<file path="config.mk">
export PLATFORM = sky130hd
export DESIGN_NAME = vfu_result
export DESIGN_NICKNAME = d
export VERILOG_FILES = /design/src/common/vfu_pkg.sv /design/src/design/vfu_result.sv
export SDC_FILE = /design/constraint.sdc
export NUM_CORES = 1
export LEC_CHECK = 0
export BUFFER_PORTS_ARGS = -buffer_cell sky130_fd_sc_hd__buf_4
export CAP_MARGIN = 0
export CORE_AREA = 4 4 133 135
export CTS_CLUSTER_DIAMETER = 60
export DETAILED_ROUTE_END_ITERATION = 10
export DIE_AREA = 0 0 137 139
export PLACE_DENSITY = 0.45
export SLEW_MARGIN = 20
export SYNTH_ARGS = -nofsm -noshare
export SYNTH_HDL_FRONTEND = slang
export SYNTH_SLANG_ARGS = --single-unit
</file>
<file path="constraint.sdc">
create_clock -name clk_i -period 4.69 [get_ports clk_i]
set_input_delay 0.938 -clock clk_i [delete_from_list [all_inputs] [get_ports clk_i]]
set_output_delay 0.938 -clock clk_i [all_outputs]
set_load 0.02 [all_outputs]
</file>
<file path="src/common/vfu_pkg.sv">
package vfu_pkg;

  // Lane geometry
  localparam int unsigned ELEN  = 32;
  localparam int unsigned ELENB = ELEN / 8;

  // Element width code, also the right shift from bytes per lane
  typedef enum logic [1:0] {
    EW_8  = 2'd0,
    EW_16 = 2'd1,
    EW_32 = 2'd2
  } vew_e;

  typedef enum logic [3:0] {
    VADD  = 4'd0,
    VSUB  = 4'd1,
    VAND  = 4'd2,
    VOR   = 4'd3,
    VXOR  = 4'd4,
    VSLL  = 4'd5,
    VSRL  = 4'd6,
    VMIN  = 4'd7,
    VMAX  = 4'd8,
    VMINU = 4'd9
  } vfu_op_e;

  typedef logic [2:0]      vfu_id_t;
  typedef logic [4:0]      vreg_idx_t;
  typedef logic [4:0]      gpr_idx_t;
  typedef logic [8:0]      vlen_t;
  typedef logic [ELEN-1:0] elen_t;

  // Full register file word address
  typedef logic [7:0] vreg_addr_t;

  typedef struct packed {
    vfu_id_t   id;
    vfu_op_e   op;
    vew_e      sew;
    vlen_t     vl;
    vreg_idx_t vs1;
    vreg_idx_t vs2;
    vreg_idx_t vd;
    gpr_idx_t  rd;
    elen_t     rs1;
    logic      use_vs1;
    logic      is_scalar;
  } vfu_req_t;

  typedef struct packed {
    vfu_id_t  id;
    gpr_idx_t rd;
    logic     wb;
    elen_t    result;
  } vfu_rsp_t;

  // Travels with every issued word down to the writeback
  typedef struct packed {
    vfu_id_t    id;
    vreg_addr_t vd_addr;
    logic       wb;
    logic       last;
    gpr_idx_t   rd;
  } vfu_tag_t;

endpackage

</file>
<file path="src/design/vfu_result.sv">
`timescale 1ns/100ps

module vfu_result import vfu_pkg::*; #(
  parameter int unsigned NrLanes = 4
) (
  input  logic                     clk_i,
  input  logic                     rst_i,
  input  logic [NrLanes*ELEN-1:0]  result_i,
  input  vfu_tag_t                 tag_i,
  input  logic                     valid_i,
  output logic                     ready_o,
  output vreg_addr_t               vrf_waddr_o,
  output logic [NrLanes*ELEN-1:0]  vrf_wdata_o,
  output logic                     vrf_we_o,
  output logic [NrLanes*ELENB-1:0] vrf_wbe_o,
  input  logic                     vrf_wvalid_i,
  output vfu_rsp_t                 rsp_o,
  output logic                     rsp_valid_o,
  input  logic                     rsp_ready_i
);

  logic accept;

  // Vector words go to the register file
  assign vrf_we_o    = valid_i && !tag_i.wb && !rsp_valid_o;
  assign vrf_waddr_o = tag_i.vd_addr;
  assign vrf_wdata_o = result_i;
  assign vrf_wbe_o   = '1;

  // Scalar words need only a free response slot
  assign ready_o = !rsp_valid_o && (tag_i.wb || vrf_wvalid_i);
  assign accept  = valid_i && ready_o;

  always_ff @(posedge clk_i) begin
    if (rst_i) begin
      rsp_valid_o <= 1'b0;
    end else if (accept && (tag_i.wb || tag_i.last)) begin
      rsp_valid_o <= 1'b1;
    end else if (rsp_ready_i) begin
      rsp_valid_o <= 1'b0;
    end
  end

  always_ff @(posedge clk_i) begin
    if (accept && (tag_i.wb || tag_i.last)) begin
      rsp_o.id     <= tag_i.id;
      rsp_o.rd     <= tag_i.rd;
      rsp_o.wb     <= tag_i.wb;
      rsp_o.result <= tag_i.wb ? result_i[ELEN-1:0] : '0;
    end
  end

  // Write request holds its word until the register file takes it
  a_write_hold: assert property (@(posedge clk_i) disable iff (rst_i)
    vrf_we_o && !vrf_wvalid_i |=> vrf_we_o && !tag_i.wb && $stable(vrf_waddr_o))
    else $error("register file write dropped or redirected before completion");

endmodule

</file>
==> flow_summary_export.csv <==
group,metric,value,unit
routing,wl,9730,µm
clocking,h-tree-depth,2,
layout,multi_input_area,310,µm²
power,ir_drop,0.152,mV
timing,grt_setup_unrepaired,"false",
synthesis,yosys-top-cells-area,"edfxtp_1 46%, buf_4 43%, and2_1 7.5%",
job,drv_cap,0,
layout,fillers,1828,
power,power_leakage,1.22,nW
clocking,cts_buffers,5,
synthesis,ys_warn_count,0,
power,p_sw_frac,0.249,
clocking,clkSinkCount,42,
place,hpwl,8610,µm
clocking,root_buffer,"clkbuf_16",
status,status,"finished, final reports clean",
synthesis,synth_fa_ha_area_frac,0,
setup_path,cp_cell_sequence,"buf_4 -> nor2_1 -> nor2_1 -> buf_4",
global_routing,grtUsageTotal,0.0911,
setup_path,arrival,1.54,ns
layout,nets,379,
synthesis,synthArstFlopShare,0,
layout,regArea,1250,µm²
synthesis,ys_top_cells_by_count,"152 x buf_4, 41 x edfxtp_1, 32 x and2_1",
place,dpl-instance-area,2750,µm²
synthesis,yosysTopAreaCell,"edfxtp_1",
setup_path,end_kind,"output port",
power,pwr-share-comb,0.190,
setup_path,max_stage_delay,0.26,ns
clocking,clock_path_buffers,2,
synthesis,synthSimpleGateAreaFrac,0.0868,
routing,drc,0,
layout,diodes,0,
synthesis,synth_top_family_by_area,"buffers and inverters",
global_routing,grt_max_degree,42,
layout,drive_gt1_frac,0.575,
die,fp.dieW,137,µm
synthesis,synth_edf_count,41,
synthesis,syn_inst,238,
routing,wire_per_inst,21.7,µm
routing,ant_nets,0,
synthesis,synth-compound-area-share,0.00471,
worst_hold_path,hold_class,"reg2reg",
synthesis,yosysUniqueCellTypes,12,
timing,min_period_over_period,0.529,
synthesis,ys_seq_elements,42,
clocking,tritoncts,"yes",
routing,drt_iter0_markers,54,
clocking,clk_pin_slew_worst_paths,0.05,ns
setup_path,critical_path.max_fanout,36,
timing,worst_clock_skew,0.00343,ns
clocking,ctsResizeCount,0,
synthesis,synth.top_cell.area_share,0.464,
synthesis,ys_seq_area_frac,0.471,
setup_path,required,3.75,ns
synthesis,synth_most_common_cell,"buf_4",
clocking,holdBufCountCts,0,
die,die_y,139,µm
timing,max_freq,0.403,GHz
synthesis,synth_area,2650,µm²
power,p_seq_frac,0.472,
clocking,cts_setup_buffers,0,
layout,postLayoutCellArea,2910,µm²
synthesis,synthMuxAreaShare,0,
timing,hold_viol,0,
die,start_util,0.161,
global_routing,grt_pass1_wl,11800,µm
power,power_density,324,nW/µm²
setup_path,startpoint_type,"input port",
timing,fin_tns_setup,0,ns
global_routing,grt_overflow,0,
synthesis,yosys.area_share.xor_xnor,0,
global_routing,antenna_found_initial,0,
setup_path,cp_slowest_cell,"buf_4",
place,numPortBuffers,122,
power,p_int,708,µW
clocking,clk_latency,0.28,ns
routing,dr_total_vias,1398,
die,ios,347,
synthesis,synth.avg_cell_area,11.2,µm²
setup_path,path_class,"in2out",
timing,drv_slew,0,
die,coreArea,16500,µm²
global_routing,grt_pass1_vias,1345,
routing,dr.pass1.iters,3,
timing,fin_crit,2.48,ns
power,p_clk_frac,0.338,
routing,routed_via_density,3.12,
die,die_area,19000,µm²
place,place.gp.congestion,0.867,
die,rows,47,
synthesis,ys_dominant_reg_cell,"edfxtp_1",
power,power.switching,235,µW
timing,setup_viol,0,
layout,area_delta_synth_final,9.57,%
==> cell type report <==
cell class,count,share of cell area
clock inverter,2,0.00344
clock buffer,5,0.0430
sequential,42,0.430
tap,220,0.0947
timing repair buffer,123,0.322
multi-input combinational,56,0.107
==> stage by stage <==
step                std cells   util  setup WS [ns]  power (mW)  hold WS [ns]
floorplan                 253      -           1.49       0.693         0.649
global placement          440  0.167           2.03       0.631         0.577
detailed placement        440  0.167           1.99       0.632         0.587
CTS                       447  0.175           2.18       0.956         0.596
global route              448  0.177           2.13       0.983         0.632
finish                    448  0.177           2.21       0.943         0.600
==> worst max-delay path, delay by kind of cell <==
family / cells / cell delay, ns
and+or+nand+nor: 2 / 0.20
buffers and inverters: 2 / 0.41
==> layout by cell type, fill, tap and decap left out, types with 2 or more instances in the layout <==
cell and count:
edfxtp_1 41, clkbuf_16 5, and2_1 32, buf_4 122
nor2_1 3, clkinv_2 2, conb_1 16
==> state kept, by name (all words and copies together), names as in the netlist <==
| signal | cells |
|---|---|
| rsp_o | 41 |
| rsp_valid_o | 1 |
==> routing by layer <==
metal  global-route usage  wire length [µm]  part of all wire  vias up
li1                     -                 -                 -      571
met1               0.0465              1860              0.19      576
met4               0.0436               265             0.027        0
met3                0.101              2650              0.27       17
met5                    0                 0                 0        -
met2                0.168              4950              0.51      234
==> logic make-up (layout without fill, tap and decap cells) <==
kind of cell           after synthesis  after routing
AO/OA/AOI/OAI                        2              2
buffers and inverters              155            130
flip-flops                          42             42
AND/OR/NAND/NOR                     38             38
other                                1             16
==> power by group through the flow <==
stage	clock [mW]	combinational [mW]	sequential, mW
finish	0.319	0.180	0.444
detailed placement	0	0.179	0.453
global placement	0	0.179	0.453
floorplan	0	0.214	0.479
global route	0.345	0.192	0.446
CTS	0.332	0.179	0.445
==> final timing paths <==
path / from / end / slack [ns] / cells past startpoint
setup / recovery: tag_i[6] / ready_o / 2.21 / 4
hold / removal: rsp_valid_o / rsp_valid_o / 0.60 / 2
setup reg to reg: rsp_valid_o / rsp_o[9] / 3.16 / 3
hold reg to reg: rsp_valid_o / rsp_valid_o / 0.60 / 2
No activity file was read; power rests on OpenSTA's default activity.
