### src/design/vfu_spill_reg.sv
`timescale 1ns/100ps

module vfu_spill_reg #(
  parameter type T = logic
) (
  input  logic clk_i,
  input  logic rst_i,
  input  T     data_i,
  input  logic valid_i,
  output logic ready_o,
  output T     data_o,
  output logic valid_o,
  input  logic ready_i
);

  // Slot a takes new items, slot b keeps the older one when stalled
  T     a_data_q;
  T     b_data_q;
  logic a_full_q;
  logic b_full_q;
  logic a_fill;
  logic a_drain;
  logic b_fill;
  logic b_drain;

  assign a_fill  = valid_i && ready_o;
  assign a_drain = a_full_q && !b_full_q;
  assign b_fill  = a_drain && !ready_i;
  assign b_drain = b_full_q && ready_i;

  always_ff @(posedge clk_i) begin
    if (rst_i) begin
      a_full_q <= 1'b0;
      b_full_q <= 1'b0;
    end else begin
      a_full_q <= a_fill || (a_full_q && !a_drain);
      b_full_q <= b_fill || (b_full_q && !b_drain);
    end
  end

  always_ff @(posedge clk_i) begin
    if (a_fill) begin
      a_data_q <= data_i;
    end
    if (b_fill) begin
      b_data_q <= a_data_q;
    end
  end

  // Older item first
  assign data_o  = b_full_q ? b_data_q : a_data_q;
  assign valid_o = a_full_q || b_full_q;
  assign ready_o = !a_full_q || !b_full_q;

  a_out_stable: assert property (@(posedge clk_i) disable iff (rst_i)
    valid_o && !ready_i |=> valid_o && $stable(data_o))
    else $error("spill register output changed while stalled");

endmodule

### config.mk
export PLATFORM = sky130hd
export DESIGN_NAME = vfu_spill_reg
export DESIGN_NICKNAME = d
export VERILOG_FILES = /design/src/design/vfu_spill_reg.sv
export SDC_FILE = /design/constraint.sdc
export NUM_CORES = 1
export LEC_CHECK = 0
export BUFFER_PORTS_ARGS = -buffer_cell sky130_fd_sc_hd__buf_2
export CORE_AREA = 3 3 40 42
export CTS_BUF_LIST = sky130_fd_sc_hd__clkbuf_4 sky130_fd_sc_hd__clkbuf_8
export DETAILED_ROUTE_END_ITERATION = 10
export DIE_AREA = 0 0 43 45
export SLEW_MARGIN = 20
export SYNTH_ARGS = -nofsm -noshare
export SYNTH_HDL_FRONTEND = slang
export SYNTH_SLANG_ARGS = --single-unit
### constraint.sdc
create_clock -name clk_i -period 2.5 [get_ports clk_i]
set_clock_uncertainty 0.15 [all_clocks]
set_input_delay 0.125 -clock clk_i [delete_from_list [all_inputs] [get_ports clk_i]]
set_output_delay 0.125 -clock clk_i [all_outputs]
set_load 0.02 [all_outputs]
==> results.json, run 1 <==
{
  "htree_levels": 1,
  "syn_area_um2": 156,
  "antenna_found_initial": 0,
  "cap_violations": 0,
  "synthesis.nets": 17,
  "place_congestion": 0.610,
  "portBuffers": 7,
  "cts_made_buffers": 3,
  "final_cell_mix": "buf_2, clkbuf_4, dlygate4sd3_1, edfxtp_1, dfxtp_1",
  "grt_use_total": 0.0467,
  "grt_max_degree": 6,
  "cts.repair.resized": 0,
  "critical_path_class": "reg2reg",
  "overflow": 0,
  "hold_depth": 2,
  "final_common_cell": "buf_2",
  "cp-start-kind": "flop",
  "setup_ws_ns": 0.976,
  "slew_headroom": 0.860,
  "yosys_warnings": 0,
  "hold_violations": 0,
  "period_needed_ns": 1.52,
  "wl_um": 329,
  "p_per_area_mw_per_mm2": 684,
  "r2r_end": "b_full_q$_SDFF_PP0_",
  "timing.setup.tns_ns": 0,
  "required_ns": 2.46,
  "power.leakage_uw": 0.000117,
  "synth_top_area_frac": 0.384,
  "cp.arrival_ns": 1.49,
  "cts_buffer_depth": 2,
  "syn_inst": 12,
  "synth_area_leaders": "edfxtp_1, dfxtp_1, nor3b_2",
  "drc_errors": 0,
  "ys_types": 10,
  "post_cts_buffers": 0,
  "cts_tree": "done",
  "clock.fmax_mhz": 656,
  "grt_pass1_wl_um": 552,
  "rrSetupSlack_ns": 0.98,
  "rows": 13,
  "clk_pin_slew_ns": 0.04,
  "drive_gt1_frac": 0.481,
  "slew_viol_final": 0,
  "setup_viol": 0,
  "coreArea_mm2": 0.00128,
  "final_nets": 33,
  "dr.pass1.iters": 1,
  "die_x_um": 43,
  "reg2reg_from": "a_full_q$_SDFF_PP0_",
  "vias": 146,
  "drt_iter0_drc": 0,
  "p_seq_frac": 0.388,
  "timing.final.crit_share": 0.609,
  "min_from": "ready_i",
  "cts_sinks": 4,
  "fillers": 134,
  "ios": 8,
  "clock_latency_ns": 0.24,
  "seqCellArea_um2": 100,
  "syn2layout_area_growth_pct": 79.2,
  "end_kind": "flop",
  "p_int_uw": 154,
  "num_antenna_cells": 0,
  "multi_input_area_um2": 56.3,
  "final_cells": 42,
  "dpl_cell_area_um2": 210,
  "reg2reg_depth": 3,
  "tightest_slew_ns": 0.210,
  "min_to": "b_data_q$_DFFE_PP_",
  "die-area_mm2": 0.00194,
  "dp_cells": 34,
  "yosysTopAreaCell": "edfxtp_1",
  "grt_pass1_vias": 171,
  "switchingPower_uw": 37.3,
  "dp_worst_setup_slack_ns": 1.37,
  "initial_core_util": 0.122,
  "avgSynthCellArea_um2": 13.0,
  "stdcell_area_um2": 280,
  "ys_seq_area_frac": 0.640,
  "power_frac_clock": 0.509,
  "die_h_um": 45,
  "status": "finished, final reports clean",
  "vdd_ir_drop_max_mv": 0.215,
  "switching_share": 0.195,
  "ys_ff_latch": 4,
  "via_per_inst": 3.48,
  "ctsHoldBuffers": 4,
  "drtAntennaViolNets": 0,
  "cp_max_fo": 4,
  "rsz0062_at_grt": "false",
  "power_frac_comb": 0.103,
  "wl_per_cell_um": 7.83,
  "hp-class": "in2reg",
  "root_buffer": "clkbuf_4"
}
-- power by group through the flow --
stage | registers [uW] | clock network (uW) | logic (uW)
after global placement | 75.2 | 0 | 15.7
final | 74.4 | 97.7 | 19.7
after floorplan | 74.8 | 0 | 8.71
after global routing | 75.0 | 108 | 21.5
after detailed placement | 75.4 | 0 | 15.4
after CTS | 74.4 | 103 | 19.8
-- metrics by stage --
step	utilization	power [uW]	hold slack (ns)
final	0.218	192	0.0535
after global routing	0.218	204	0.0527
after CTS	0.218	197	0.0456
after detailed placement	0.164	90.8	0.154
after global placement	0.164	90.9	0.153
after floorplan	-	83.6	0.0438
-- worst max path at each step --
stage / endpoint / slack [ns] / from
after floorplan: a_data_q$_DFFE_PP_ / 1.39 / b_full_q$_SDFF_PP0_
after global placement: data_o / 1.37 / b_full_q$_SDFF_PP0_
after detailed placement: data_o / 1.37 / b_full_q$_SDFF_PP0_
after CTS: b_full_q$_SDFF_PP0_ / 0.99 / a_full_q$_SDFF_PP0_
after global routing: b_full_q$_SDFF_PP0_ / 0.92 / a_full_q$_SDFF_PP0_
final: b_full_q$_SDFF_PP0_ / 0.98 / a_full_q$_SDFF_PP0_
-- cell families (layout without fill, tap and decap cells) --
logic type / after synthesis / after routing / synth area share
AO/OA/AOI/OAI: 1 / 1 / 0.0320
multiplexers: 1 / 1 / 0.0720
flip-flops: 4 / 4 / 0.640
buffers and inverters: 0 / 15 / 0
AND/OR/NAND/NOR: 6 / 6 / 0.256
-- final cells by class --
cell class | instances | share of cell area
clock buffers | 4 | 0.107
well taps | 15 | 0.0670
flip-flops and latches | 4 | 0.357
multi-input cells | 8 | 0.201
repair buffers | 11 | 0.268
-- flip-flops by register name, indices dropped and copies added, names as in the netlist --
signal	count
b_data_q	1
a_data_q	1
b_full_q	1
a_full_q	1
-- metal layers --
layer	wire (um)	GRT usage
met5	0	0
met4	17	0.0904
met3	22	0.0120
met2	166	0.0689
met1	122	0.0364
-- critical path, stage by stage (launching register included) --
cell and delay [ns]:
dfxtp_1 0.32, or2_1 0.23, nor3b_2 0.15, dlygate4sd3_1 0.55
-- Yosys cell counts --
cell	number
nand2_1	1
nor3b_2	1
nor2_1	1
dfxtp_1	2
nor3b_1	1
edfxtp_1	2
mux2_2	1
or2_1	1
and2_1	1
a21oi_1	1
(Power assumes the default switching activity.)
==> run 2: changes to the inputs <==
- ABC_AREA: default -> 1
- clock period: 2.5 -> 1.43 ns (I/O delays scaled with it)
==> run 2 against run 1 <==
Clock-buffer cell count decreased by 1. Utilization fell by 0.58 points. Clock power rose by 37%. Non-clock buffer count unchanged.
==> results.json, run 2 <==
{
  "status": "finished, final reports clean",
  "timing.final.crit_share": 0.800,
  "dp_hpwl_um": 241,
  "clock.fmax_mhz": 874,
  "required_ns": 1.20,
  "die_x_um": 43,
  "final_cell_mix": "buf_2, nand2_1, dlygate4sd3_1, clkbuf_4",
  "clk_pin_slew_ns": 0.04,
  "final_nets": 38,
  "post_cts_buffers": 0,
  "grt_pass1_vias": 157,
  "cts_tree": "done",
  "vias": 154,
  "ys_types": 9,
  "grt_pass1_wl_um": 600,
  "coreArea_mm2": 0.00128,
  "period_needed_ns": 1.14,
  "portBuffers": 7,
  "cp-start-kind": "input pin",
  "dpl_cell_area_um2": 209,
  "overflow": 0,
  "wl_um": 317,
  "slew_headroom": 0.875,
  "fillers": 144,
  "initial_core_util": 0.121,
  "grt_use_total": 0.0451,
  "power.leakage_uw": 0.000126,
  "drt_iter0_drc": 1,
  "ys_ff_latch": 4,
  "critical_path_class": "in2reg",
  "cp_max_fo": 2,
  "stdcell_area_um2": 273,
  "drc_errors": 0,
  "synth_ff_type": "edfxtp_1",
  "rsz0062_at_grt": "false",
  "seqCellArea_um2": 101,
  "cp_cell_sequence": "dlygate4sd3_1, buf_2, nor3_1",
  "cts_sinks": 4,
  "hold_violations": 0,
  "synth_area_leaders": "edfxtp_1, dfxtp_1, nand2_1",
  "tightest_slew_ns": 0.186,
  "cts_made_buffers": 3,
  "synth_top_area_frac": 0.387,
  "end_kind": "flop",
  "cts_buffer_depth": 2,
  "final_common_cell": "buf_2",
  "p_per_area_mw_per_mm2": 1100,
  "wl_per_cell_um": 6.89,
  "vdd_ir_drop_max_mv": 0.535,
  "ios": 8,
  "clock_latency_ns": 0.23,
  "yosysMostFrequentCell": "nand2_1",
  "cap_violations": 0,
  "synth.top_cells.by_count": "nand2_1, a21oi_1, dfxtp_1, edfxtp_1, inv_1",
  "timing.setup.tns_ns": 0,
  "async_flop_share": 0,
  "dr.pass1.iters": 2,
  "drive_gt1_frac": 0.387,
  "htree_levels": 1,
  "synth_enable_flop_cells": 2,
  "place_congestion": 0.716,
  "die_h_um": 45,
  "slew_viol_final": 0,
  "die-area_mm2": 0.00194,
  "crit_slowest_cell": "dlygate4sd3_1",
  "antenna_found_initial": 0,
  "cpPeakStageDelay_ns": 0.53,
  "synthesis.nets": 22,
  "syn2layout_area_growth_pct": 75.8,
  "syn_inst": 17,
  "drtAntennaViolNets": 0,
  "cp.arrival_ns": 0.92,
  "num_antenna_cells": 0,
  "root_buffer": "clkbuf_4",
  "avgSynthCellArea_um2": 9.13,
  "yosys_warnings": 0,
  "hp-class": "reg2reg",
  "ys_seq_area_frac": 0.645,
  "yosysTopAreaCell": "edfxtp_1",
  "via_per_inst": 3.35,
  "rows": 13,
  "setup_viol": 0,
  "multi_input_area_um2": 43.8,
  "syn_area_um2": 155,
  "grt_max_degree": 6
}
-- run 2: cell count changes after synthesis, sizes merged --
cell,previous run,this run
nor3b,2,0
nor3,0,1
a21oi,1,2
or2,1,0
mux2,1,0
nand2,1,5
inv,0,3
-- run 2: worst paths after layout --
path                                           from                  to  slack, ns  depth (start not counted)
worst min register to register   a_data_q$_DFFE_PP_  b_data_q$_DFFE_PP_       0.29                          0
worst max-delay path                        ready_i  b_data_q$_DFFE_PP_       0.29                          3
worst min-delay path             a_data_q$_DFFE_PP_  b_data_q$_DFFE_PP_       0.29                          0
worst max register to register  b_full_q$_SDFF_PP0_  b_data_q$_DFFE_PP_       0.43                          1
-- run 2: repair_timing --
action                     in CTS  in global routing
setup endpoints to repair       0                  1
gates resized for setup         0                  1
hold buffers                    4                  1
hold endpoints to repair        3                  1
-- run 2: power breakdown --
part / internal [uW] / switching [uW]
Sequential: 127 / 3.26
Clock: 93.5 / 40.5
Combinational: 18.1 / 17.0
-- run 2: cells by family (layout without fill, tap and decap cells) --
group / after synthesis / count (layout) / share of synthesized area
compound gates: 2 / 2 / 0.0645
flops: 4 / 4 / 0.645
buf+inv: 3 / 17 / 0.0726
simple gates: 8 / 8 / 0.218
-- run 2: area by class of cell --
type,count,share of cell area
Tap cell,15,0.0688
Inverter,3,0.0413
Clock buffer,3,0.0826
Sequential cell,4,0.372
Timing Repair Buffer,11,0.275
Multi-Input combinational cell,10,0.161
-- run 2: critical path, delay by kind of cell --
family,cells,cell delay [ns]
simple gates,1,0.19
buf+inv,2,0.66
-- run 2: layer usage --
metal	track usage	up-vias	share of wire
li1	-	83	-
met1	0.0413	66	0.48
met2	0.0629	5	0.43
met3	0.0518	0	0.091
met4	0.0181	0	0
met5	0	-	0
-- run 2: through the flow --
stage                util  power, uW  worst slack [ns]  hold slack, ns  instances
floorplan               -        146             0.456        -0.00943         17
global placement    0.163        159             0.439           0.101         39
detailed placement  0.163        159             0.411           0.102         39
CTS                 0.211        309            0.0745          0.0506         46
global route        0.212        327             0.261           0.309         46
finish              0.212        299             0.285           0.286         46
==> run 3: changes to the inputs <==
- ABC_AREA: 1 -> 0
- clock period: 1.43 -> 0.9 ns (I/O delays scaled with it)
==> run 3 against run 2 <==
The flow now finishes with violations (negative hold slack, negative setup slack). Global-route usage grew 0.83 points. Critical path depth shrank 1. Total power grew 87%. Hold slack lost 0.43 ns. Clock power grew 100%. Critical path type is now reg2out.
==> results.json, run 3 (synthesis results as in run 1) <==
{
  "failed_checks": "negative hold slack, negative setup slack",
  "dr.pass1.iters": 2,
  "ios": 8,
  "slew_headroom": 0.909,
  "tightest_slew_ns": 0.135,
  "vias": 150,
  "hp-class": "in2reg",
  "required_ns": 0.70,
  "cp-start-kind": "flop",
  "cap_violations": 0,
  "min_from": "ready_i",
  "wl_um": 399,
  "end_kind": "output port",
  "cts_tree": "done",
  "ctsHoldBuffers": 3,
  "portBuffers": 7,
  "num_antenna_cells": 0,
  "period_needed_ns": 1.23,
  "rsz0062_at_grt": "true",
  "drt_iter0_drc": 2,
  "critical_path_class": "reg2out",
  "fin_hold_ws_ns": -0.142,
  "grt_pass1_vias": 174,
  "power.leakage_uw": 0.000150,
  "dp_worst_setup_slack_ns": -0.142,
  "root_buffer": "clkbuf_4",
  "drive_gt1_frac": 0.786,
  "cp_cell_sequence": "mux2_4, buf_6",
  "cts_made_buffers": 3,
  "slew_viol_final": 0,
  "p_per_area_mw_per_mm2": 1670,
  "die_h_um": 45,
  "rrSetupSlack_ns": -0.21,
  "final_cell_mix": "clkbuf_4, buf_2, dlygate4sd3_1, buf_6",
  "status": "complete, but fails checks",
  "drc_errors": 0,
  "final_nets": 34,
  "overflow": 0,
  "wl_per_cell_um": 9.28,
  "syn2layout_area_growth_pct": 114,
  "cts_sinks": 4,
  "vdd_ir_drop_max_mv": 0.793,
  "grt_max_degree": 4,
  "dp_cells": 34,
  "cp.arrival_ns": 1.04,
  "grt_pass1_wl_um": 683,
  "clk_pin_slew_ns": 0.04,
  "final_cells": 43,
  "via_per_inst": 3.49,
  "reg2reg_from": "b_full_q$_SDFF_PP0_",
  "cts_buffer_depth": 2,
  "coreArea_mm2": 0.00128,
  "antenna_found_initial": 0,
  "cp_max_fo": 2,
  "timing.setup.tns_ns": -1.27,
  "rows": 13,
  "drtAntennaViolNets": 0,
  "place_congestion": 0.557,
  "setup_viol": 7,
  "htree_levels": 1,
  "hold_violations": 2,
  "hold_depth": 2,
  "reg2reg_depth": 3,
  "crit_slowest_cell": "edfxtp_1",
  "initial_core_util": 0.122,
  "die-area_mm2": 0.00194,
  "min_to": "b_full_q$_SDFF_PP0_",
  "setup_ws_ns": -0.331,
  "clock_latency_ns": 0.23,
  "die_x_um": 43,
  "clock.fmax_mhz": 812,
  "cpPeakStageDelay_ns": 0.38,
  "timing.final.crit_share": 1.37,
  "post-route-util": 0.260,
  "r2r_end": "a_data_q$_DFFE_PP_",
  "grt_use_total": 0.0533
}
-- run 3: repair_timing --
| action | CTS | global route |
|---|---|---|
| setup buffers | 2 | 0 |
| hold endpoints to repair | 5 | 2 |
| resized for setup | 12 | 0 |
| setup endpoints to repair | 6 | 7 |
| pin swaps | 1 | 1 |
-- run 3: layout make-up --
| cell class | instances | area, um2 |
|---|---|---|
| multi-input combinational | 8 | 81.3 |
| tap | 15 | 18.8 |
| sequential | 4 | 105 |
| timing repair buffer | 12 | 98.8 |
| fill | 134 | 951 |
| clock buffer | 4 | 30.0 |
-- run 3: worst max-delay path by stage --
stage / slack (ns) / endpoint / start
2_1_floorplan: -0.11 / a_data_q$_DFFE_PP_ / b_full_q$_SDFF_PP0_
3_3_place_gp: -0.13 / data_o / b_full_q$_SDFF_PP0_
3_5_place_dp: -0.14 / data_o / b_full_q$_SDFF_PP0_
4_1_cts: -0.34 / data_o / a_data_q$_DFFE_PP_
5_1_grt: -0.38 / data_o / a_data_q$_DFFE_PP_
6_report: -0.33 / data_o / a_data_q$_DFFE_PP_
-- run 3: routing by layer --
layer  up-vias  track usage  share of wire
met5         -            0              0
met4         0       0.0723              0
met3         0       0.0319          0.088
met2         8       0.0838           0.52
met1        68       0.0386           0.39
li1         74            -              -
-- run 3: critical path: cells and delay by family (launching register included) --
| kind | cells | cell delay (ns) |
|---|---|---|
| muxes | 1 | 0.29 |
| DFF | 1 | 0.38 |
| buffers and inverters | 1 | 0.13 |
-- run 3: where the power goes --
| group | internal [uW] | switching [uW] | total, uW | leakage (uW) |
|---|---|---|---|---|
| registers | 200 | 5.24 | 205 | 0.0000364 |
| logic | 50.6 | 32.3 | 82.8 | 0.0000956 |
| clock network | 196 | 74.4 | 271 | 0.0000184 |
| total | 447 | 112 | 559 | 0.000150 |
-- run 3: through the flow --
step	total power, uW	area [um2]
2_1_floorplan	237	164
3_3_place_gp	257	218
3_5_place_dp	258	218
4_1_cts	577	334
5_1_grt	587	334
6_report	559	334
