File: src/common/vfu_pkg.sv
package vfu_pkg;

  // Lane geometry
  localparam int unsigned ELEN  = 32;
  localparam int unsigned ELENB = ELEN / 8;

  // Element width code, also the right shift from bytes per lane
  typedef enum logic [1:0] {
    EW_8  = 2'd0,
    EW_16 = 2'd1,
    EW_32 = 2'd2
  } vew_e;

  typedef enum logic [3:0] {
    VADD  = 4'd0,
    VSUB  = 4'd1,
    VAND  = 4'd2,
    VOR   = 4'd3,
    VXOR  = 4'd4,
    VSLL  = 4'd5,
    VSRL  = 4'd6,
    VMIN  = 4'd7,
    VMAX  = 4'd8,
    VMINU = 4'd9
  } vfu_op_e;

  typedef logic [2:0]      vfu_id_t;
  typedef logic [4:0]      vreg_idx_t;
  typedef logic [4:0]      gpr_idx_t;
  typedef logic [8:0]      vlen_t;
  typedef logic [ELEN-1:0] elen_t;

  // Full register file word address
  typedef logic [7:0] vreg_addr_t;

  typedef struct packed {
    vfu_id_t   id;
    vfu_op_e   op;
    vew_e      sew;
    vlen_t     vl;
    vreg_idx_t vs1;
    vreg_idx_t vs2;
    vreg_idx_t vd;
    gpr_idx_t  rd;
    elen_t     rs1;
    logic      use_vs1;
    logic      is_scalar;
  } vfu_req_t;

  typedef struct packed {
    vfu_id_t  id;
    gpr_idx_t rd;
    logic     wb;
    elen_t    result;
  } vfu_rsp_t;

  // Travels with every issued word down to the writeback
  typedef struct packed {
    vfu_id_t    id;
    vreg_addr_t vd_addr;
    logic       wb;
    logic       last;
    gpr_idx_t   rd;
  } vfu_tag_t;

endpackage

File: src/decode/vfu_decode.sv
`timescale 1ns/100ps

module vfu_decode import vfu_pkg::*; #(
  parameter int unsigned NrLanes          = 4,
  parameter int unsigned NrWordsPerVector = 8
) (
  input  logic                               clk_i,
  input  logic                               rst_i,
  input  vfu_req_t                           req_i,
  input  logic                               req_valid_i,
  output logic                               req_ready_o,
  output vreg_addr_t [1:0]                   vrf_raddr_o,
  output logic       [1:0]                   vrf_re_o,
  input  logic       [1:0][NrLanes*ELEN-1:0] vrf_rdata_i,
  input  logic       [1:0]                   vrf_rvalid_i,
  output logic       [NrLanes*ELEN-1:0]      op1_o,
  output logic       [NrLanes*ELEN-1:0]      op2_o,
  output vfu_op_e                            op_o,
  output vew_e                               sew_o,
  output vfu_tag_t                           tag_o,
  output logic                               issue_valid_o,
  input  logic                               issue_ready_i
);

  localparam int unsigned WordIdxW = $clog2(NrWordsPerVector);
  localparam int unsigned MaxElems = NrLanes * ELENB;
  localparam int unsigned EpwW     = $clog2(MaxElems) + 1;
  localparam int unsigned CntW     = $bits(vlen_t) + 1;

  vlen_t           cnt_q;
  logic [CntW-1:0] cnt_next;
  logic [EpwW-1:0] elem_per_word;
  logic            first_word;
  logic            last_word;
  logic            operands_ready;
  logic            issued;
  vreg_addr_t      vs2_addr_q;
  vreg_addr_t      vs1_addr_q;
  vreg_addr_t      vd_addr_q;
  vreg_addr_t      vs2_addr;
  vreg_addr_t      vs1_addr;
  vreg_addr_t      vd_addr;

  ////////////////////
  // Element counter
  ////////////////////

  assign elem_per_word = EpwW'(MaxElems) >> req_i.sew;
  assign cnt_next      = CntW'(cnt_q) + CntW'(elem_per_word);
  assign first_word    = (cnt_q == '0);
  assign last_word     = req_i.is_scalar || (cnt_next >= CntW'(req_i.vl));

  always_ff @(posedge clk_i) begin
    if (rst_i) begin
      cnt_q <= '0;
    end else if (issued) begin
      cnt_q <= last_word ? '0 : vlen_t'(cnt_next);
    end
  end

  ////////////////////
  // Read addresses
  ////////////////////

  // First word goes straight from the register numbers
  assign vs2_addr = first_word ? vreg_addr_t'(req_i.vs2) << WordIdxW : vs2_addr_q;
  assign vs1_addr = first_word ? vreg_addr_t'(req_i.vs1) << WordIdxW : vs1_addr_q;
  assign vd_addr  = first_word ? vreg_addr_t'(req_i.vd) << WordIdxW : vd_addr_q;

  always_ff @(posedge clk_i) begin
    if (issued) begin
      vs2_addr_q <= vs2_addr + 1'b1;
      vs1_addr_q <= vs1_addr + 1'b1;
      vd_addr_q  <= vd_addr + 1'b1;
    end
  end

  // Port 0 reads vs2, port 1 reads vs1
  assign vrf_raddr_o[0] = vs2_addr;
  assign vrf_raddr_o[1] = vs1_addr;
  assign vrf_re_o[0]    = req_valid_i;
  assign vrf_re_o[1]    = req_valid_i && req_i.use_vs1;

  assign operands_ready = (!vrf_re_o[0] || vrf_rvalid_i[0]) &&
                          (!vrf_re_o[1] || vrf_rvalid_i[1]);

  ////////////////////
  // Issue
  ////////////////////

  assign issue_valid_o = req_valid_i && operands_ready;
  assign issued        = issue_valid_o && issue_ready_i;

  // Pop the queue with the last word
  assign req_ready_o = issued && last_word;

  always_comb begin
    if (req_i.use_vs1) begin
      op1_o = vrf_rdata_i[1];
    end else begin
      // Scalar operand copied into every element
      unique case (req_i.sew)
        EW_8:    op1_o = {MaxElems{req_i.rs1[7:0]}};
        EW_16:   op1_o = {(NrLanes * 2){req_i.rs1[15:0]}};
        default: op1_o = {NrLanes{req_i.rs1}};
      endcase
    end
  end

  assign op2_o = vrf_rdata_i[0];
  assign op_o  = req_i.op;
  assign sew_o = req_i.sew;

  assign tag_o = '{
    id:      req_i.id,
    vd_addr: vd_addr,
    wb:      req_i.is_scalar,
    last:    last_word,
    rd:      req_i.rd
  };

  a_cnt_bound: assert property (@(posedge clk_i) disable iff (rst_i)
    req_valid_i |-> CntW'(cnt_q) <= CntW'(req_i.vl) + CntW'(elem_per_word))
    else $error("element counter ran past vl");

endmodule

File: config.mk
export PLATFORM = sky130hd
export DESIGN_NAME = vfu_decode
export DESIGN_NICKNAME = d
export VERILOG_FILES = /design/src/common/vfu_pkg.sv /design/src/decode/vfu_decode.sv
export SDC_FILE = /design/constraint.sdc
export NUM_CORES = 1
export LEC_CHECK = 0
export ABC_CLOCK_PERIOD_IN_PS = 5370
export BUFFER_PORTS_ARGS = -buffer_cell sky130_fd_sc_hd__buf_2
export CORE_AREA = 2 2 243 245
export DETAILED_ROUTE_END_ITERATION = 12
export DIE_AREA = 0 0 245 247
export GPL_TIMING_DRIVEN = 0
export PLACE_DENSITY = 0.3
export SYNTH_ARGS = -nofsm -noshare
export SYNTH_HDL_FRONTEND = slang
export SYNTH_SLANG_ARGS = --single-unit
File: constraint.sdc
create_clock -name clk_i -period 5.37 [get_ports clk_i]
set_input_delay 0.8055 -clock clk_i [delete_from_list [all_inputs] [get_ports clk_i]]
set_output_delay 0.8055 -clock clk_i [all_outputs]
set_load 0.05 [all_outputs]
==> parameters.txt, run 1 <==
Parameter                              Value

Synth
  Post-Synthesis Mean Instance Area    7.05 um2
  Distinct cell type count after synthesis    42
  Number of warning messages in the yosys log    0
  Largest cells by area after synthesis    sky130_fd_sc_hd__buf_4, sky130_fd_sc_hd__edfxtp_1, sky130_fd_sc_hd__nand2_1
  Seq cells post-synth    32
  Cell taking the most area after synthesis    sky130_fd_sc_hd__buf_4
  Count of mapped cells out of synthesis    691
  Sequential-to-total area share from yosys stat    a little under a fifth
  Post-synthesis instance area    between 4000 and 5000 um2
  Dominant register cell in the synthesized netlist    sky130_fd_sc_hd__edfxtp_1
  Number of enable flip-flop cells after synthesis    24
  Share of flip-flops with an asynchronous set or reset after synthesis    0%
  Post-synth top area share    22.3%
  Nets in the synthesized netlist    1,041

Timing
  Hold Worst Slack    0.488 ns
  Smallest setup slack after layout    0.290 ns
  RSZ-0062 raised after global routing    false
  Worst rel slew slack    19.9%
  Maximum clock frequency    between 150 and 200 MHz
  Count of endpoints failing setup in the final report    0
  Tightest Pin Transition    1.20 ns
  Skew final    between 0.003 and 0.004 ns
  Fraction of the cycle the final worst path needs    94.6%
  Fin crit period    about 5 ns
  Count of pins over their slew limit    0
  Final-report hold violation count    0
  Final TNS setup    0 ns

Critical path
  Setup crit start kind    input port
  CP Buf/Inv Count    5
  Required time reported for the critical path endpoint    around 4.6 ns
  Kind of critical path    input port to primary output
  Sequence of cells on the critical path    clkbuf_2 > clkbuf_4 > and2_1 > ha_1 > fa_1 > nand3_1 > nand2_2 > and3_1 > xor2_1 > ha_1 > a21o_2 > a2111oi_4 > buf_4 > nand2_4 > buf_4 > buf_2
  Maximum single-stage delay on the critical path    0.42 ns
  Maximum fanout along the worst path    20
  Worst-path cell with the longest stage delay    sky130_fd_sc_hd__fa_1
  Arrival time at the worst endpoint    4.27 ns
  Critical Path End Type    primary output
  Crit-path leading delay family    buffers and inverters

Placement
  Port bufs    490
  Total cell area at the placement stage    8290 um2
  Worst Setup Slack post-DPL    -1.05 ns
  Cell total after placement    1,954
  Post-DP HPWL    ~37,000 um
  Routability congestion estimate from global placement    between 0.8 and 0.9

Route
  Router iterations before antenna repair    4
  Antenna violation net count after detailed routing    0
  Routed via count    6,635
  Total wirelength of the detailed-routed design    40,300 um
  Number of remaining DRC errors    0
  Wire per inst    20.4 um
  Routed vias/inst    3.36
  Number of DRC markers in iteration 0    211

Global routing
  Global-route wire length before repair    53,200 um
  Number of antenna violations at the first check in global routing    31
  Via count of the first global-routing pass    6,653
  Remaining Overflow, GRT    0
  Global-route usage over all layers    roughly an eighth
  Pin count of the biggest net entering global routing    30

Floorplan
  Area of the placeable core    58,200 um2
  Number of placement rows    89
  Starting utilization of the core area    approximately 8.4%
  Area of the die    approximately 61,000 um2
  I/O pin total    634
  Die width    ~250 um
  Vertical die dimension    247 um

Power and ir drop
  Static leakage power    4.84 nW
  Pwr Total    1.65 mW
  Total power divided by cell area    194 nW/um2
  Worst IR Drop VDD    0.0000944 V

Job
  Reported max-cap violation count    0

CTS
  Clock tree sinks    32
  Hold-fix buffer count after cts    0
  Clock edge transition at the registers on the reported setup and hold paths    0.05 ns
  Clock latency at the later pin of the worst-skew pair    ~0.27 ns
  Master cell of the clock root buffer    sky130_fd_sc_hd__clkbuf_16
  Number of buffers inserted during clock tree synthesis    5
  TritonCTS clock tree    built
  Number of H-tree branching levels    2
  Bufs on Longest Clock Path    2

Cells and area
  Commonest non-fill, non-tap cells in the layout    sky130_fd_sc_hd__buf_2, sky130_fd_sc_hd__buf_4, sky130_fd_sc_hd__nand2_1
  Area delta synth->final    74.5%
  Post-layout instance count excluding filler cells    1,976
  Leading cell type in the layout, fill and taps excluded    sky130_fd_sc_hd__buf_2
  Design Area, Final    8500 um2
  Layout net count    1,540
  Utilization after layout    14.6%
  Share of cells above drive strength 1    a little under three fifths

Worst hold path
  Worst hold-check path type    flip-flop to flip-flop

Outcome
  Result of the run    complete, no violations
-- registers in the layout, summed over array words and instances, names as in the netlist --
| signal | cells |
|---|---|
| cnt_q | 8 |
| vd_addr_q | 8 |
| vs1_addr_q | 8 |
| vs2_addr_q | 8 |
-- layer usage --
metal | vias up | global-route usage [%] | wire length (um)
met3 | 64 | 5.21 | 4730
li1 | 3171 | - | -
met1 | 3026 | 15.3 | 15900
met4 | 6 | 4.30 | 1290
met2 | 368 | 20.1 | 18300
met5 | - | 0 | 39
-- power by group --
part           switching (mW)  internal (mW)  total (mW)
Combinational           0.821          0.292        1.11
Clock                  0.0979          0.166       0.264
Sequential            0.00415          0.273       0.277
-- synthesized netlist by cell type, types with 8 or more instances --
library cell / count
sky130_fd_sc_hd__nand2b_1: 14
sky130_fd_sc_hd__nand3_1: 17
sky130_fd_sc_hd__o21ai_0: 21
sky130_fd_sc_hd__nor2b_1: 12
sky130_fd_sc_hd__clkbuf_1: 25
sky130_fd_sc_hd__inv_1: 44
sky130_fd_sc_hd__buf_4: 145
sky130_fd_sc_hd__nand4_1: 9
sky130_fd_sc_hd__xor2_1: 17
sky130_fd_sc_hd__a21o_1: 65
sky130_fd_sc_hd__nand2_1: 131
sky130_fd_sc_hd__mux2i_1: 8
sky130_fd_sc_hd__edfxtp_1: 24
sky130_fd_sc_hd__and2_1: 9
sky130_fd_sc_hd__a21oi_1: 54
sky130_fd_sc_hd__a211oi_1: 10
sky130_fd_sc_hd__nor2_1: 19
sky130_fd_sc_hd__ha_1: 15
sky130_fd_sc_hd__dfxtp_1: 8
-- repair_timing --
item,4_1_cts,5_1_grt
setup endpoints to repair,2,2
pin swaps,1,0
resized for setup,5,2
setup buffers,4,0
-- tightest hold or removal path, cell delays in order (launching register included) --
cell and delay, ns:
sky130_fd_sc_hd__dfxtp_1 0.33, sky130_fd_sc_hd__nand2_1 0.06, sky130_fd_sc_hd__a21oi_1 0.05
-- final timing paths --
check | startpoint | endpoint | slack, ns | cells past startpoint
setup / recovery | req_i[64] | tag_o[5] | 0.29 | 16
hold / removal | cnt_q[1] | cnt_q[1] | 0.49 | 2
setup reg to reg | cnt_q[1] | cnt_q[2] | 2.10 | 14
hold reg to reg | cnt_q[1] | cnt_q[1] | 0.49 | 2
-- logic make-up after synthesis --
logic type	synth area share, %
xor gates and xnor gates	4.31
buffers and inverters	28.6
muxes	1.64
AOI/OAI and AO/OA	22.2
adders and majority gates	4.26
DFF	18.1
and+or+nand+nor	21.0
-- layout make-up --
class | count | area (um2)
diodes | 13 | 32.5
clock inverters | 2 | 7.51
fillers | 6849 | 49700
well taps | 773 | 967
inverters | 44 | 165
repair buffers | 494 | 2490
multi-input cells | 436 | 2610
flip-flops and latches | 32 | 881
clock buffers | 5 | 125
plain buffers | 177 | 1220
No activity file was read; power rests on OpenSTA's default activity.
==> inputs of run 2 (changes only) <==
- MAX_ROUTING_LAYER: unset -> met4
==> run 2 against run 1 <==
  * Largest cell class unchanged
  * Maximum frequency decreased by 1.9%
  * Clock-buffer cell count unchanged
  * Sequential cell count unchanged
==> parameters.txt, run 2 (synthesis results as in run 1) <==
Parameter                              Value

Outcome
  Result of the run    complete, no violations (unchanged)

Route
  Routed via count    6,592 (was 6,635)
  Antenna violation net count after detailed routing    0 (unchanged)
  Number of remaining DRC errors    0 (unchanged)
  Total wirelength of the detailed-routed design    40,600 um (was 40,300 um)
  Routed vias/inst    3.35 (was 3.36)
  Wire per inst    20.6 um (was 20.4 um)
  Number of DRC markers in iteration 0    200 (was 211)
  Router iterations before antenna repair    6 (was 4)

Timing
  Count of endpoints failing setup in the final report    0 (unchanged)
  Skew final    0.00307 ns (was 0.00381 ns)
  Worst rel slew slack    17.0% (was 19.9%)
  Final-report hold violation count    0 (unchanged)
  Smallest setup slack after layout    0.192 ns (was 0.290 ns)
  RSZ-0062 raised after global routing    false (unchanged)
  Tightest Pin Transition    1.24 ns (was 1.20 ns)
  Fraction of the cycle the final worst path needs    96.4% (was 94.6%)
  Count of pins over their slew limit    0 (unchanged)
  Fin crit period    5.18 ns (was 5.08 ns)
  Maximum clock frequency    193 MHz (was 197 MHz)
  Hold Worst Slack    0.491 ns (was 0.488 ns)

Critical path
  Maximum single-stage delay on the critical path    0.41 ns (was 0.42 ns)
  Maximum fanout along the worst path    10 (was 20)
  Crit-path leading delay family    buffers and inverters (unchanged)
  Destination of the worst register-to-register timing path    cnt_q[3] (was cnt_q[2])
  Source of the worst register-to-register timing path    cnt_q[1] (unchanged)
  Setup crit start kind    input port (unchanged)
  Launching instance or port of the critical path    req_i[64] (unchanged)
  Critical path destination    tag_o[5] (unchanged)
  Required time reported for the critical path endpoint    4.56 ns (about the same)
  Slack of the worst reg-to-reg path    2.21 ns (was 2.10 ns)
  Kind of critical path    input port to primary output (unchanged)
  Critical Path End Type    primary output (unchanged)
  Sequence of cells on the critical path    clkbuf_2 > buf_4 > clkbuf_4 > and2_1 > ha_1 > fa_1 > nand3_1 > nand2_2 > and3_1 > xor2_1 > ha_1 > a21o_2 > a2111oi_4 > buf_4 > nand2_4 > buf_4 > buf_2 (was clkbuf_2 > clkbuf_4 > and2_1 > ha_1 > fa_1 > nand3_1 > nand2_2 > and3_1 > xor2_1 > ha_1 > a21o_2 > a2111oi_4 > buf_4 > nand2_4 > buf_4 > buf_2)
  R2R cell count    13 (was 14)
  Worst-path cell with the longest stage delay    sky130_fd_sc_hd__fa_1 (unchanged)
  Library cell appearing most often on the critical path    sky130_fd_sc_hd__buf_4
  Logic depth of the worst setup path including buffers    17 (was 16)
  Arrival time at the worst endpoint    4.37 ns (was 4.27 ns)
  CP Buf/Inv Count    6 (was 5)

Cells and area
  Leading cell type in the layout, fill and taps excluded    sky130_fd_sc_hd__buf_2 (unchanged)
  Layout net count    1,540 (unchanged)
  Utilization after layout    14.6% (about the same)
  Share of cells above drive strength 1    55.5% (unchanged)
  Commonest non-fill, non-tap cells in the layout    sky130_fd_sc_hd__buf_2, sky130_fd_sc_hd__buf_4, sky130_fd_sc_hd__nand2_1 (unchanged)
  Fill cell total of the finished layout    6,818 (was 6,849)
  Area delta synth->final    73.9% (was 74.5%)
  Post-layout instance count excluding filler cells    1,970 (was 1,976)

CTS
  Clock edge transition at the registers on the reported setup and hold paths    0.05 ns (about the same)
  Clock tree sinks    32 (unchanged)
  Master cell of the clock root buffer    sky130_fd_sc_hd__clkbuf_16 (unchanged)
  Hold-fix buffer count after cts    0 (unchanged)
  Clock latency at the later pin of the worst-skew pair    0.28 ns (was 0.27 ns)
  Bufs on Longest Clock Path    2 (unchanged)
  Number of buffers inserted during clock tree synthesis    5 (unchanged)
  TritonCTS clock tree    built (unchanged)
  Number of H-tree branching levels    2 (unchanged)

Power and ir drop
  Static leakage power    4.83 nW (was 4.84 nW)
  Worst IR Drop VDD    0.0000993 V (was 0.0000944 V)
  Total power divided by cell area    196 nW/um2 (was 194 nW/um2)

Worst hold path
  Worst hold-check path type    flip-flop to flip-flop (unchanged)

Floorplan
  Area of the die    60,500 um2 (unchanged)
  Vertical die dimension    247 um (unchanged)
  Starting utilization of the core area    8.37% (unchanged)
  I/O pin total    634 (unchanged)
  Die width    245 um (unchanged)
  Number of placement rows    89 (unchanged)
  Area of the placeable core    58,200 um2 (unchanged)

Placement
  Cell total after placement    1,954 (unchanged)
  Post-DP HPWL    36,900 um (was 36,800 um)
  Worst Setup Slack post-DPL    -1.04 ns (was -1.05 ns)
  Port bufs    490 (unchanged)
  Routability congestion estimate from global placement    0.843 (was 0.842)

Global routing
  Via count of the first global-routing pass    6,546 (was 6,653)
  Global-route usage over all layers    12.9% (was 12.6%)
  Pin count of the biggest net entering global routing    30 (unchanged)
  Remaining Overflow, GRT    0 (unchanged)
  Global-route wire length before repair    52,800 um (was 53,200 um)
  Number of antenna violations at the first check in global routing    27 (was 31)

Job
  Reported max-cap violation count    0 (unchanged)
==> run 2: cell count changes in the layout (fill, tap and decap cells not counted), sizes merged <==
cell / before / now
diode: 13 / 7
==> run 2: layout make-up <==
class	count	area [um2]	area share, %
multi-input cells	436	2610	30.7
repair buffers	493	2470	29.2
plain buffers	178	1230	14.5
well taps	773	967	11.4
flip-flops and latches	32	881	10.4
inverters	44	165	1.95
clock buffers	5	125	1.48
diodes	7	17.5	0.207
clock inverters	2	7.51	0.0886
==> run 2: worst min path at each step <==
stage               slack [ns]  cells past startpoint        to      from
global route              0.51                      2  cnt_q[4]  cnt_q[4]
detailed placement        0.48                      2  cnt_q[3]  cnt_q[3]
floorplan                 0.45                      2  cnt_q[3]  cnt_q[3]
global placement          0.48                      2  cnt_q[3]  cnt_q[3]
finish                    0.49                      2  cnt_q[1]  cnt_q[1]
CTS                       0.49                      2  cnt_q[1]  cnt_q[1]
==> run 2: repair_timing <==
action | in CTS | in global routing
pin swaps | 1 | 0
buffers inserted | 3 | 0
gates cloned | 0 | 0
setup endpoints to repair | 2 | 1
resized for setup | 5 | 3
==> run 2: metrics by stage <==
step	TNS, ns	power, mW	instance area, um2
5_1_grt	0	1.73	8460
6_report	0	1.66	8480
4_1_cts	0	1.68	8450
2_1_floorplan	0	1.07	4870
3_5_place_dp	-3.14	1.40	8290
3_3_place_gp	-2.89	1.41	8290
==> run 2: power breakdown <==
group	leakage, nW	switching [mW]	internal (mW)
Sequential	0.279	0.00411	0.273
Combinational	4.49	0.823	0.291
Clock	0.0648	0.102	0.166
Total	4.83	0.929	0.730
==> run 2: metal layers <==
metal | wire length, um | global-route usage [%] | part of all wire (%) | up-vias
met5 | 0 | - | 0 | -
met4 | 702 | 1.95 | 1.7 | 0
met3 | 3890 | 3.67 | 9.6 | 47
met2 | 19100 | 21.3 | 47 | 337
met1 | 16900 | 15.9 | 42 | 3051
li1 | - | - | - | 3157
==> run 2: worst register-to-register path, cell delays in order (launching register included) <==
cell	delay, ns
sky130_fd_sc_hd__dfxtp_1	0.33
sky130_fd_sc_hd__ha_1	0.24
sky130_fd_sc_hd__fa_1	0.41
sky130_fd_sc_hd__nand3_1	0.16
sky130_fd_sc_hd__nand2_2	0.12
sky130_fd_sc_hd__and3_1	0.25
sky130_fd_sc_hd__xor2_1	0.16
sky130_fd_sc_hd__ha_1	0.30
sky130_fd_sc_hd__a21o_2	0.23
sky130_fd_sc_hd__a2111oi_4	0.27
sky130_fd_sc_hd__buf_4	0.20
sky130_fd_sc_hd__buf_4	0.13
sky130_fd_sc_hd__nand4_1	0.08
sky130_fd_sc_hd__a21oi_1	0.20
==> inputs of run 3 (changes only) <==
- ABC_CLOCK_PERIOD_IN_PS: 5370 -> 5300
- clock period: 5.37 -> 5.3 ns (I/O delays scaled with it)
==> run 3 against run 2 <==
  * Register-to-register slack worse by 0.08 ns
  * Sequential cell count stayed put
  * Critical endpoint unchanged
  * Sequential power is 1% higher
  * Largest power group unchanged
  * Via count is 0.21% higher
  * Core utilization hardly changed
  * Hold slack worse by 0.0012 ns
  * Clock power hardly changed
  * Final cell count hardly changed
  * Non-clock buffer count is 1 lower
  * Critical path depth is 1 lower
==> parameters.txt, run 3 (synthesis results as in run 1) <==
Parameter                              Value

Outcome
  Result of the run    complete, no violations (unchanged)

CTS
  Number of H-tree branching levels    2 (unchanged)
  TritonCTS clock tree    built (unchanged)
  Clock edge transition at the registers on the reported setup and hold paths    0.05 ns (about the same)
  Bufs on Longest Clock Path    2 (unchanged)
  Master cell of the clock root buffer    sky130_fd_sc_hd__clkbuf_16 (unchanged)
  Clock tree sinks    32 (unchanged)
  Hold-fix buffer count after cts    0 (unchanged)
  Clock latency at the later pin of the worst-skew pair    0.28 ns (about the same)
  Number of buffers inserted during clock tree synthesis    5 (unchanged)

Timing
  Final-report hold violation count    0 (unchanged)
  Skew final    0.00268 ns (was 0.00307 ns)
  Worst rel slew slack    17.5% (was 17.0%)
  Maximum clock frequency    201 MHz
  Count of endpoints failing setup in the final report    0 (unchanged)
  Count of pins over their slew limit    0 (unchanged)
  Tightest Pin Transition    1.24 ns (about the same)
  Smallest setup slack after layout    0.333 ns (was 0.192 ns)
  Fraction of the cycle the final worst path needs    93.7%
  Fin crit period    4.97 ns
  RSZ-0062 raised after global routing    false (unchanged)

Cells and area
  Utilization after layout    14.5% (was 14.6%)
  Leading cell type in the layout, fill and taps excluded    sky130_fd_sc_hd__buf_2 (unchanged)
  Share of cells above drive strength 1    55.5% (about the same)
  Multi-input gate area in the final layout    2610 um2 (unchanged)
  Commonest non-fill, non-tap cells in the layout    sky130_fd_sc_hd__buf_2, sky130_fd_sc_hd__buf_4, sky130_fd_sc_hd__nand2_1 (unchanged)
  Storage element area    881 um2 (unchanged)
  Area delta synth->final    73.7% (was 73.9%)
  Design Area, Final    8470 um2 (was 8480 um2)
  Layout net count    1,539 (was 1,540)
  Fill cell total of the finished layout    6,820 (was 6,818)

Route
  Routed vias/inst    3.36 (was 3.35)
  Total wirelength of the detailed-routed design    40,400 um (was 40,600 um)
  Number of remaining DRC errors    0 (unchanged)
  Wire per inst    20.5 um (was 20.6 um)
  Number of DRC markers in iteration 0    199 (was 200)
  Router iterations before antenna repair    5 (was 6)
  Antenna violation net count after detailed routing    0 (unchanged)
  Routed via count    6,606 (was 6,592)

Global routing
  Most utilized layer in the global route result    met2 (unchanged)
  Remaining Overflow, GRT    0 (unchanged)
  Pin count of the biggest net entering global routing    30 (unchanged)
  Via count of the first global-routing pass    6,546 (unchanged)
  Number of antenna violations at the first check in global routing    27 (unchanged)
  Global Route met1 Usage    15.9% (unchanged)
  Routing usage on met2    21.3% (unchanged)
  Global Route met3 Usage    3.67% (unchanged)
  Global-route usage over all layers    12.9% (unchanged)
  Global-route wire length before repair    52,800 um (unchanged)

Floorplan
  Area of the placeable core    58,200 um2 (unchanged)
  Number of placement rows    89 (unchanged)
  Starting utilization of the core area    8.37% (unchanged)
  Vertical die dimension    247 um (unchanged)
  I/O pin total    634 (unchanged)
  Area of the die    60,500 um2 (unchanged)
  Die width    245 um (unchanged)

Critical path
  Sequence of cells on the critical path    clkbuf_2 > buf_4 > and2_1 > ha_1 > fa_1 > nand3_1 > nand2_2 > and3_1 > xor2_1 > ha_1 > a21o_2 > a2111oi_4 > buf_4 > nand2_4 > buf_4 > buf_2 (was clkbuf_2 > buf_4 > clkbuf_4 > and2_1 > ha_1 > fa_1 > nand3_1 > nand2_2 > and3_1 > xor2_1 > ha_1 > a21o_2 > a2111oi_4 > buf_4 > nand2_4 > buf_4 > buf_2)
  Arrival time at the worst endpoint    4.17 ns (was 4.37 ns)
  Slack of the worst reg-to-reg path    2.13 ns (was 2.21 ns)
  Required time reported for the critical path endpoint    4.51 ns (was 4.56 ns)
  R2R cell count    13 (unchanged)
  Kind of critical path    input port to primary output (unchanged)
  Destination of the worst register-to-register timing path    cnt_q[3] (unchanged)
  Setup crit start kind    input port (unchanged)
  Critical Path End Type    primary output (unchanged)
  Library cell appearing most often on the critical path    sky130_fd_sc_hd__buf_4 (unchanged)
  Maximum fanout along the worst path    19 (was 10)
  Source of the worst register-to-register timing path    cnt_q[1] (unchanged)
  CP Buf/Inv Count    5 (was 6)
  Maximum single-stage delay on the critical path    0.41 ns (about the same)
  Crit-path leading delay family    buffers and inverters (unchanged)
  Worst-path cell with the longest stage delay    sky130_fd_sc_hd__fa_1 (unchanged)

Worst hold path
  Hold Path Stages    2 (unchanged)
  Hold path startpoint    cnt_q[1] (unchanged)
  Worst hold-check path type    flip-flop to flip-flop (unchanged)
  Endpoint with the worst hold slack    cnt_q[1] (unchanged)

Job
  Reported max-cap violation count    0 (unchanged)

Power and ir drop
  Pwr Total    1.68 mW (was 1.66 mW)
  Worst IR Drop VDD    0.000101 V (was 0.0000993 V)
  Static leakage power    4.83 nW (about the same)
  Total power divided by cell area    198 nW/um2 (was 196 nW/um2)

Placement
  Total cell area at the placement stage    8290 um2 (unchanged)
  Worst Setup Slack post-DPL    -1.09 ns (was -1.04 ns)
  Post-DP HPWL    36,900 um (unchanged)
  Routability congestion estimate from global placement    0.843 (unchanged)
  Port bufs    490 (unchanged)
[run 3: stage by stage]
step                      cells  setup TNS (ns)  hold WS (ns)
after global routing       1964               0         0.514
final                      1969               0         0.490
after detailed placement   1954           -3.71         0.482
after floorplan             691               0         0.449
after CTS                  1963               0         0.490
after global placement     1954           -3.46         0.477
[run 3: metal layers]
| metal | share of wire, % | vias up |
|---|---|---|
| met1 | 42 | 3050 |
| met2 | 47 | 350 |
| met5 | 0 | - |
| li1 | - | 3159 |
| met3 | 9.4 | 47 |
| met4 | 1.7 | 0 |
[run 3: worst max-delay path by stage]
stage	to	slack [ns]	from	cells after the start
floorplan	req_ready_o	0.20	req_i[64]	15
global placement	tag_o[5]	-1.08	req_i[64]	16
global route	tag_o[5]	0.14	req_i[64]	16
CTS	tag_o[5]	0.004	req_i[63]	14
detailed placement	tag_o[5]	-1.09	req_i[64]	16
finish	tag_o[5]	0.33	req_i[64]	16
[run 3: what timing repair did]
item	4_1_cts	5_1_grt
resized for setup	5	3
pin swaps	1	0
buffers inserted	3	0
endpoints found under the setup margin	2	2
[run 3: final cells by class]
type	count	share of cell area [%]
multi-input combinational	436	30.8
timing repair buffer	493	29.2
buffer	177	14.5
tap	773	11.4
sequential	32	10.4
inverter	44	1.95
clock buffer	5	1.48
antenna	7	0.207
clock inverter	2	0.0886
[run 3: worst register-to-register path: cells and delay by family (launching register included)]
| kind | cells | cell delay (ns) |
|---|---|---|
| and+or+nand+nor | 4 | 0.62 |
| AOI/OAI and AO/OA | 3 | 0.71 |
| DFF | 1 | 0.33 |
| buffers and inverters | 2 | 0.33 |
| adders and majority gates | 3 | 0.95 |
| xor gates and xnor gates | 1 | 0.16 |
[run 3: report_power, final]
part	switching (mW)	internal (mW)	total, mW
logic	0.833	0.295	1.13
clock network	0.103	0.168	0.271
registers	0.00416	0.276	0.281
